==> config.mk <==
export PLATFORM = sky130hd
export DESIGN_NAME = frame_counter_top
export DESIGN_NICKNAME = d
export VERILOG_FILES = /design/src/apu_bus_pkg.sv /design/src/apu_timing_pkg.sv /design/src/clk_divider.sv /design/src/frame_counter_top.sv /design/src/frame_decode.sv /design/src/frame_lfsr.sv /design/src/frame_regs.sv /design/src/frame_sequencer.sv
export SDC_FILE = /design/constraint.sdc
export NUM_CORES = 1
export LEC_CHECK = 0
export BUFFER_PORTS_ARGS = -buffer_cell sky130_fd_sc_hd__buf_2
export CORE_MARGIN = 3
export CORE_UTILIZATION = 56
export DETAILED_ROUTE_END_ITERATION = 8
export GPL_ROUTABILITY_DRIVEN = 0
export MAX_ROUTING_LAYER = met4
export PLACE_DENSITY_LB_ADDON = 0.1
export SYNTH_ARGS = -nofsm -noshare
export SYNTH_HDL_FRONTEND = slang
export SYNTH_SLANG_ARGS = --single-unit
==> constraint.sdc <==
create_clock -name clk -period 2 [get_ports clk]
set_clock_uncertainty 0.05 [all_clocks]
set_input_delay 0.4 -clock clk [delete_from_list [all_inputs] [get_ports clk]]
set_output_delay 0.4 -clock clk [all_outputs]
set_load 0.01 [all_outputs]
==> src/apu_bus_pkg.sv <==
package apu_bus_pkg;

	localparam int MODE_BIT    = 7; // 5-step select
	localparam int INHIBIT_BIT = 6;

	typedef struct packed {
		logic       wr_frame; // Mode register write
		logic       rd_status; // Status register read
		logic [7:0] data;
	} cpu_req_t;

	typedef struct packed {
		logic mode5;
		logic irq_inhibit;
	} frame_cfg_t;

endpackage

==> src/apu_timing_pkg.sv <==
package apu_timing_pkg;

	localparam int LFSR_W = 15;
	localparam int STEP_N = 5;

	typedef enum logic [2:0] {
		STEP1,
		STEP2,
		STEP3,
		STEP4_LAST, // 4-step mode only
		STEP5_LAST, // 5-step mode only
		ESCAPE // All-zero lockout, or no step
	} frame_step_e;

	// States after 3728, 7456, 11185, 14914 and 18640 shifts from all ones
	localparam logic [0:STEP_N-1][LFSR_W-1:0] STEP_STATE = {
		15'h1061,
		15'h3603,
		15'h2cd3,
		15'h0a1f,
		15'h7185
	};

	typedef struct packed {
		logic quarter; // Envelope and linear counter clock
		logic half; // Length counter and sweep clock
		logic irq_set;
	} frame_ticks_t;

endpackage

==> src/clk_divider.sv <==
`timescale 1ns/1ns

module clk_divider #(
	parameter int CLK_DIV = 12
) (
	input  logic clk,
	input  logic arst_n,
	output logic phi_en,
	output logic aclk_en,
	output logic m2
);

	localparam int CNT_W = $clog2(CLK_DIV);
	localparam int HALF  = CLK_DIV / 2;

	logic [CNT_W-1:0] cnt;
	logic [CNT_W-1:0] cnt_next;
	logic             wrap;
	logic             aclk_sel;

	assign wrap     = (cnt == CNT_W'(CLK_DIV - 1));
	assign cnt_next = wrap ? '0 : cnt + CNT_W'(1);

	// Outputs registered from the next count so they line up with cnt
	always_ff @(posedge clk or negedge arst_n) begin
		if (!arst_n) begin
			cnt      <= '0;
			phi_en   <= 1'b0;
			aclk_en  <= 1'b0;
			m2       <= 1'b0;
			aclk_sel <= 1'b0;
		end else begin
			cnt     <= cnt_next;
			phi_en  <= wrap; // High while cnt is 0
			aclk_en <= wrap & aclk_sel; // Every second phase
			m2      <= (cnt_next >= CNT_W'(HALF)); // Upper half of the phase
			if (wrap) begin
				aclk_sel <= ~aclk_sel;
			end
		end
	end

endmodule

==> src/frame_counter_top.sv <==
`timescale 1ns/1ns

module frame_counter_top #(
	parameter int CLK_DIV = 12
) (
	input  logic                  clk,
	input  logic                  arst_n,
	input  apu_bus_pkg::cpu_req_t req,
	input  logic                  dmc_irq,
	output logic                  m2,
	output logic                  quarter_tick,
	output logic                  half_tick,
	output logic                  irq,
	output logic                  status_irq
);

	import apu_bus_pkg::*;
	import apu_timing_pkg::*;

	logic         phi_en;
	logic         aclk_en;
	logic         cfg_wr;
	frame_cfg_t   cfg;
	frame_ticks_t ticks;

	clk_divider #(
		.CLK_DIV (CLK_DIV)
	) i_clk_divider (
		.clk     (clk),
		.arst_n  (arst_n),
		.phi_en  (phi_en),
		.aclk_en (aclk_en),
		.m2      (m2)
	);

	frame_regs i_frame_regs (
		.clk        (clk),
		.arst_n     (arst_n),
		.phi_en     (phi_en),
		.req        (req),
		.irq_set    (ticks.irq_set),
		.dmc_irq    (dmc_irq),
		.cfg        (cfg),
		.cfg_wr     (cfg_wr),
		.status_irq (status_irq),
		.irq        (irq)
	);

	frame_sequencer i_frame_sequencer (
		.clk     (clk),
		.arst_n  (arst_n),
		.aclk_en (aclk_en),
		.cfg     (cfg),
		.cfg_wr  (cfg_wr),
		.ticks   (ticks)
	);

	always_ff @(posedge clk or negedge arst_n) begin
		if (!arst_n) begin
			quarter_tick <= 1'b0;
			half_tick    <= 1'b0;
		end else begin
			quarter_tick <= ticks.quarter;
			half_tick    <= ticks.half;
		end
	end

endmodule

==> src/frame_decode.sv <==
`timescale 1ns/1ns

module frame_decode (
	input  logic [apu_timing_pkg::LFSR_W-1:0] state,
	input  logic                              mode5,
	output apu_timing_pkg::frame_step_e       step,
	output logic                              step_hit
);

	import apu_timing_pkg::*;

	// Full-width compare per row, like the PLA terms
	always_comb begin
		step     = ESCAPE;
		step_hit = 1'b0;
		if (state == STEP_STATE[0]) begin
			step     = STEP1;
			step_hit = 1'b1;
		end else if (state == STEP_STATE[1]) begin
			step     = STEP2;
			step_hit = 1'b1;
		end else if (state == STEP_STATE[2]) begin
			step     = STEP3;
			step_hit = 1'b1;
		end else if (state == STEP_STATE[3] && !mode5) begin
			step     = STEP4_LAST;
			step_hit = 1'b1;
		end else if (state == STEP_STATE[STEP_N-1] && mode5) begin
			step     = STEP5_LAST;
			step_hit = 1'b1;
		end
	end

endmodule

==> src/frame_lfsr.sv <==
`timescale 1ns/1ns

module frame_lfsr (
	input  logic                              clk,
	input  logic                              arst_n,
	input  logic                              shift,
	input  logic                              reload,
	output logic [apu_timing_pkg::LFSR_W-1:0] state
);

	import apu_timing_pkg::*;

	logic feedback;

	// Taps 13 and 14, forced high to leave the all-zero state
	assign feedback = (state[LFSR_W-2] ^ state[LFSR_W-1]) | (state == '0);

	always_ff @(posedge clk or negedge arst_n) begin
		if (!arst_n) begin
			state <= '1; // As if just reloaded
		end else if (reload) begin
			state <= '1;
		end else if (shift) begin
			state <= {state[LFSR_W-2:0], feedback};
		end
	end

endmodule

==> src/frame_regs.sv <==
`timescale 1ns/1ns

module frame_regs (
	input  logic                    clk,
	input  logic                    arst_n,
	input  logic                    phi_en,
	input  apu_bus_pkg::cpu_req_t   req,
	input  logic                    irq_set,
	input  logic                    dmc_irq,
	output apu_bus_pkg::frame_cfg_t cfg,
	output logic                    cfg_wr,
	output logic                    status_irq,
	output logic                    irq
);

	import apu_bus_pkg::*;

	logic wr_en;
	logic rd_en;
	logic inhibit_wr;
	logic frame_irq;

	// CPU strobes count only in a phase cycle
	assign wr_en      = phi_en & req.wr_frame;
	assign rd_en      = phi_en & req.rd_status;
	assign inhibit_wr = wr_en & req.data[INHIBIT_BIT];

	always_ff @(posedge clk or negedge arst_n) begin
		if (!arst_n) begin
			cfg    <= '0;
			cfg_wr <= 1'b0;
		end else begin
			cfg_wr <= wr_en; // Lands with the new cfg
			if (wr_en) begin
				cfg.mode5       <= req.data[MODE_BIT];
				cfg.irq_inhibit <= req.data[INHIBIT_BIT];
			end
		end
	end

	// Clears win over a coincident set
	always_ff @(posedge clk or negedge arst_n) begin
		if (!arst_n) begin
			frame_irq <= 1'b0;
		end else if (inhibit_wr || rd_en) begin
			frame_irq <= 1'b0;
		end else if (irq_set && !cfg.irq_inhibit) begin
			frame_irq <= 1'b1;
		end
	end

	assign status_irq = rd_en & frame_irq; // Old flag, cleared next cycle
	assign irq        = frame_irq | dmc_irq;

endmodule

==> src/frame_sequencer.sv <==
`timescale 1ns/1ns

module frame_sequencer (
	input  logic                         clk,
	input  logic                         arst_n,
	input  logic                         aclk_en,
	input  apu_bus_pkg::frame_cfg_t      cfg,
	input  logic                         cfg_wr,
	output apu_timing_pkg::frame_ticks_t ticks
);

	import apu_timing_pkg::*;

	logic [LFSR_W-1:0] state;
	frame_step_e       step;
	logic              step_hit;
	logic              last_hit;
	logic              half_step;
	logic              reload;
	logic              wr_pend;
	logic              last_q;
	logic              write_tick;

	frame_lfsr i_frame_lfsr (
		.clk    (clk),
		.arst_n (arst_n),
		.shift  (aclk_en),
		.reload (reload),
		.state  (state)
	);

	frame_decode i_frame_decode (
		.state    (state),
		.mode5    (cfg.mode5),
		.step     (step),
		.step_hit (step_hit)
	);

	assign last_hit  = step_hit & ((step == STEP4_LAST) | (step == STEP5_LAST));
	assign half_step = (step_hit & (step == STEP2)) | last_hit;

	// Ones are in place before the next aclk_en
	assign reload     = cfg_wr | last_q;
	assign write_tick = wr_pend & cfg.mode5;

	always_ff @(posedge clk or negedge arst_n) begin
		if (!arst_n) begin
			wr_pend <= 1'b0;
			last_q  <= 1'b0;
		end else begin
			wr_pend <= cfg_wr | (wr_pend & ~aclk_en); // Held until next APU clock
			last_q  <= aclk_en & last_hit;
		end
	end

	always_comb begin
		ticks = '0;
		if (aclk_en) begin
			ticks.quarter = step_hit | write_tick;
			ticks.half    = half_step | write_tick;
			ticks.irq_set = step_hit & (step == STEP4_LAST);
		end
	end

endmodule

Word-level counts from Yosys, hierarchy flattened
Index checks and enable logic that the tools add are counted.

Add/subtract/negate cells: 1. Magnitude comparators: 1. Eq/ne operators: 9. Multiplexer cells: 16. Bitwise operators: 22. Reduce and logical (&&, ||, !) cells: 9.

Operator list (count): == test 15 x 14 -> 1 bit, second input constant (2); two-way mux 15 bit (2); == test 15 x 12 -> 1 bit, second input constant (1); == test 15 x 13 -> 1 bit, second input constant (1); == test 15 bit, second input constant (1); logical NOT 15 bit (1); two-way mux 3 bit (5); AND 1 bit (11); two-way mux 1 bit (8); OR 1 bit (8); adder 4 x 1 -> 4 bit, second input constant (1); == test 4 bit, second input constant (1); greater-or-equal comparator 4 x 3 -> 1 bit, second input constant (1); two-way mux 4 bit (1); nonzero test 2 bit (2); == test 3 x 1 -> 1 bit, second input constant (1); == test 3 x 2 -> 1 bit, second input constant (1); == test 3 bit, second input constant (1); logical AND 1 bit (3); logical NOT 1 bit (2); inverter 1 bit (2); logical OR 1 bit (1); bitwise XOR 1 bit (1).

Register bits: 31. Input port bits: 13. Output and inout port bits: 5.

Depth between registers and ports, before layout
Depth in word-level cells: 16. Mapped depth: 5.

By module
A second synthesis with hierarchy kept.

Cells, all modules: 140. Area total of the unflattened synthesis: 1585.3 µm².

Modules (own cells, without submodules): frame_lfsr (times used 1, cells an instance 57, area an instance 698.2 µm², sequential area each 394.1 µm²); clk_divider (times used 1, cells an instance 25, area an instance 329.1 µm², sequential area each 200.2 µm²); frame_decode (times used 1, cells an instance 28, area an instance 207.7 µm², sequential area each 0.0 µm²); frame_regs (times used 1, cells an instance 13, area an instance 176.4 µm², sequential area each 100.1 µm²); frame_sequencer (times used 1, cells an instance 15, area an instance 123.9 µm², sequential area each 50.0 µm²); frame_counter_top (times used 1, cells an instance 2, area an instance 50.0 µm², sequential area each 50.0 µm²).

Least setup slack after synthesis
Ideal clock, no wire load.

Kind: reg2reg. From: reg i_frame_sequencer.i_frame_lfsr.state[11] (netlist bit). To: reg quarter_tick. Arrival: 1316 ps. Data required time: 1821 ps. Slack: 504 ps. Stages on the path, launching flop included: 5. Cell sequence: dfstp_2 and4bb_1 nand4_1 o22ai_2 o41a_1.

RTL lines: start: declaration (RTL line frame_lfsr.sv:8) `output logic [apu_timing_pkg::LFSR_W-1:0] state`; start signal: assignment (RTL line frame_lfsr.sv:24) `state <= {state[LFSR_W-2:0], feedback};`; end signal: assignment (RTL line frame_counter_top.sv:63) `quarter_tick <= ticks.quarter;`; end: declaration (RTL line frame_counter_top.sv:11) `output logic quarter_tick,`.

Worst setup path in the final report
From: reg i_frame_regs.frame_irq. To: out irq.

Cells in the longest elaborated chain, start to end: 1.

RTL lines: start: declaration (RTL line frame_regs.sv:21) `logic frame_irq;`; start signal: assignment (RTL line frame_regs.sv:44) `frame_irq <= 1'b0;`; start signal: assignment (RTL line frame_regs.sv:46) `frame_irq <= 1'b0;`; start signal: assignment (RTL line frame_regs.sv:48) `frame_irq <= 1'b1;`; OR 1 bit (RTL line frame_regs.sv:53) `assign irq = frame_irq | dmc_irq;`; end: declaration (RTL line frame_counter_top.sv:13) `output logic irq,`.

No other way between the ends.

==> summary.md <==
* completed — run status
* sky130_fd_sc_hd__dfrtp_1 — top_reg_cell synth
* 0.622 — initial cell density of the core
* 17 — count of standard-cell rows
* register — Critical Path Start Type
* 0.807 — portion of the clock cycle consumed by the worst path in the final layout
* 0 — final count of negative-setup-slack endpoints
* 0 — post-CTS sizing
* 0 — EDFF count, synth
* 0.275 — area share of the largest cell type after synthesis
* 0 ns — total negative slack
* 126 — cell count after synthesis
* 2340 sq um — standard cell core area
* 21 — iteration-0 DRC count of the detailed router
* 1.00 — Async SR Flop Fraction
* 0.580 — Rel. slew slack
* 2.51 mm — drt total wl
* 0.676 nW — leakage dissipation
* 0.546 — sequential element share of the synthesized area
* 1002 — total via count in the routed design
* 4.49 mm — wire length of the first global-routing pass
* 0 — total setup buffers inserted after CTS
* sky130_fd_sc_hd__clkbuf_4 — Root Buffer
* 188 — count of fill cells added during filler insertion
* 795 sq um — total area of sequential cells
* 0 — CTS Hold Bufs
* i_frame_sequencer.i_frame_lfsr.state[10] — startpoint of the lowest-slack register-to-register path
* 0.188 — total track usage
* 1.55 ns — required time of the worst setup path
* 621 sq um — combined area of the multi-input logic cells
* 0 — number of hold violations in the final report
* 0 — antenna violations before repair
* 0.112 — mux contribution to synthesized area
* register to output pin — CP Class
* 0 — number of remaining DRC errors
* output pin — Crit. End Element
* 0.230 — post-synthesis simple-gate area fraction
* 32 — largest net degree at the start of global routing
* 57.0 um — Die Width
* 1600 sq um — design area
* 57.0 um — height of the die
* 620 MHz — Max Clk Rate
* 0.000709 V — maximum VDD drop
* 0.287 — share of layout cells above drive strength 1
* 0 — maximum capacitance violations
* 699 nW/um^2 — Pwr per Cell Area
* 0.0120 — xor and xnor fraction of the mapped netlist area
* 0.0172 — synthesized-area fraction occupied by adder cells
* sky130_fd_sc_hd__dfrtp_1 — post-synthesis cell type with the largest combined area
* primary input to asynchronous set/reset pin — Tightest Hold Check Type
* 1540 sq um — Placement Cell Area
* 39 — number of library cell types mapped by synthesis
* 0.631 ns — Worst Tran Pin Value
* no — unrepaired setup endpoints after global routing
* done — CTS tree
* i_frame_regs.frame_irq — crit path from
* 2 — Max H-tree Level
* 0 — pins over their slew limit
* 0 — total congestion overflow
* 141 — number of nets in the synthesized netlist
* 14.7 um — mean routed wirelength per cell
* 2 — maximum root-to-sink buffer count
* 0 — Yosys warning total
* 1.16 ns — signal arrival time at the worst endpoint
* 993 — vias in the first global route
* 11.5 sq um — post-synthesis area per instance
* 1.61 ns — final critical-path required period
* 11 — number of buffers added on ports
* 31 — number of sinks driven by the clock tree
* 3 — maximum fanout encountered on the critical timing path
* 0.33 ns — worst skew pair latency
* simple AND/OR/NAND/NOR gates — largest family of logic cells by synthesized area
* 1460 sq um — mapped cell area
* 3250 sq um — area of the die
* 1.76 mm — half-perimeter wire length after placement
* 4 — number of detailed-route iterations in the first pass
* 9.80% — synth-to-layout area growth
* 157 — net total in the final layout
* sky130_fd_sc_hd__dfrtp_1 (28%), sky130_fd_sc_hd__dfstp_2 (27%), sky130_fd_sc_hd__mux2i_1 (9.6%) — top post-synthesis cells by area
* 18 — IO Pins
* 5 — number of buffers created by CTS
* 0.0559 — Synth Area in Compound Gates
* 31 — number of synthesized register bits
* 0 — count of inserted antenna diode cells
* 5.86 — number of vias per cell
* 0.0222 ns — worst hold slack
* 0 — antenna-violating nets left
* 0.10 ns — CTS clk-pin slew, worst paths
[metrics by stage]
step / cells / power, mW / utilization / setup WS (ns)
after floorplan: 126 / 0.718 / - / 0.504
after global placement: 163 / 0.750 / 0.656 / 0.432
after detailed placement: 163 / 0.752 / 0.656 / 0.423
after CTS: 171 / 1.13 / 0.683 / 0.363
after global routing: 171 / 1.18 / 0.683 / 0.330
final: 171 / 1.12 / 0.683 / 0.386
[placed cells by master (no fill, tap or decap), types with 3 or more instances in the layout]
cell and instances:
sky130_fd_sc_hd__clkbuf_4 5, sky130_fd_sc_hd__dfstp_2 15, sky130_fd_sc_hd__mux2i_1 14, sky130_fd_sc_hd__buf_2 11, sky130_fd_sc_hd__nand4_1 4, sky130_fd_sc_hd__inv_1 4, sky130_fd_sc_hd__nand2_1 16, sky130_fd_sc_hd__nand2b_1 3
sky130_fd_sc_hd__o21ai_0 3, sky130_fd_sc_hd__dfrtp_1 16, sky130_fd_sc_hd__nor4_1 4, sky130_fd_sc_hd__and3_1 4, sky130_fd_sc_hd__nor2_1 6, sky130_fd_sc_hd__and2_1 3
[layer usage]
metal	track usage	routed length, um
met5	-	0
met4	0.136	61
met3	0.0475	107
met2	0.259	1160
met1	0.238	1170
[worst max-delay path, stage by stage (launching register included)]
cell                      delay, ns
sky130_fd_sc_hd__dfrtp_1       0.40
sky130_fd_sc_hd__or2_2         0.29
sky130_fd_sc_hd__buf_2         0.14
[power by group]
| group | internal [mW] | switching [mW] |
|---|---|---|
| Clock | 0.167 | 0.210 |
| Combinational | 0.0261 | 0.0308 |
| Sequential | 0.658 | 0.0248 |
| Total | 0.851 | 0.266 |
[cells in the mapped netlist, drive strengths merged (2+ instances only)]
cell,n
and4bb,2
dfrtp,16
inv,4
nand4,5
nor2,6
mux2,2
and4b,2
nand3,2
mux2i,14
nor4,4
o21ai,4
and3,4
and2,3
a21o,2
dfstp,15
ha,2
nand2b,3
nand2,16
buf,3
[sequential cells by signal, indices dropped and copies added, names as in the netlist]
| register | cells |
|---|---|
| i_frame_sequencer.wr_pend | 1 |
| i_clk_divider.aclk_en | 1 |
| i_clk_divider.m2 | 1 |
| i_frame_regs.cfg_wr | 1 |
| i_frame_sequencer.last_q | 1 |
| i_clk_divider.cnt | 4 |
| i_frame_regs.frame_irq | 1 |
| half_tick | 1 |
| i_frame_sequencer.i_frame_lfsr.state | 15 |
| quarter_tick | 1 |
| i_clk_divider.phi_en | 1 |
| i_clk_divider.aclk_sel | 1 |
| i_frame_regs.cfg | 2 |
[kinds of logic after synthesis]
group | after synthesis
buf+inv | 8
flops | 31
xor+xnor | 2
mux | 16
fa+ha+maj | 2
simple gates | 56
compound gates | 11
[layout make-up]
cell class	count	area share
Clock buffer	6	0.0321
Sequential cell	31	0.497
Tap cell	28	0.0219
Inverter	4	0.00940
Multi-Input combinational cell	87	0.388
Timing Repair Buffer	13	0.0439
Clock inverter	2	0.00705
[worst paths after layout]
path	end	slack [ns]	depth (start not counted)
min reg2reg	i_frame_sequencer.wr_pend	0.41	1
min	half_tick	0.02	1
min in group clk	i_frame_regs.cfg[1]	0.24	2
max in group asynchronous	i_clk_divider.cnt[3]	1.46	1
max	irq	0.39	2
max reg2reg	quarter_tick	0.39	4
Power figures use the tool's default switching activity.
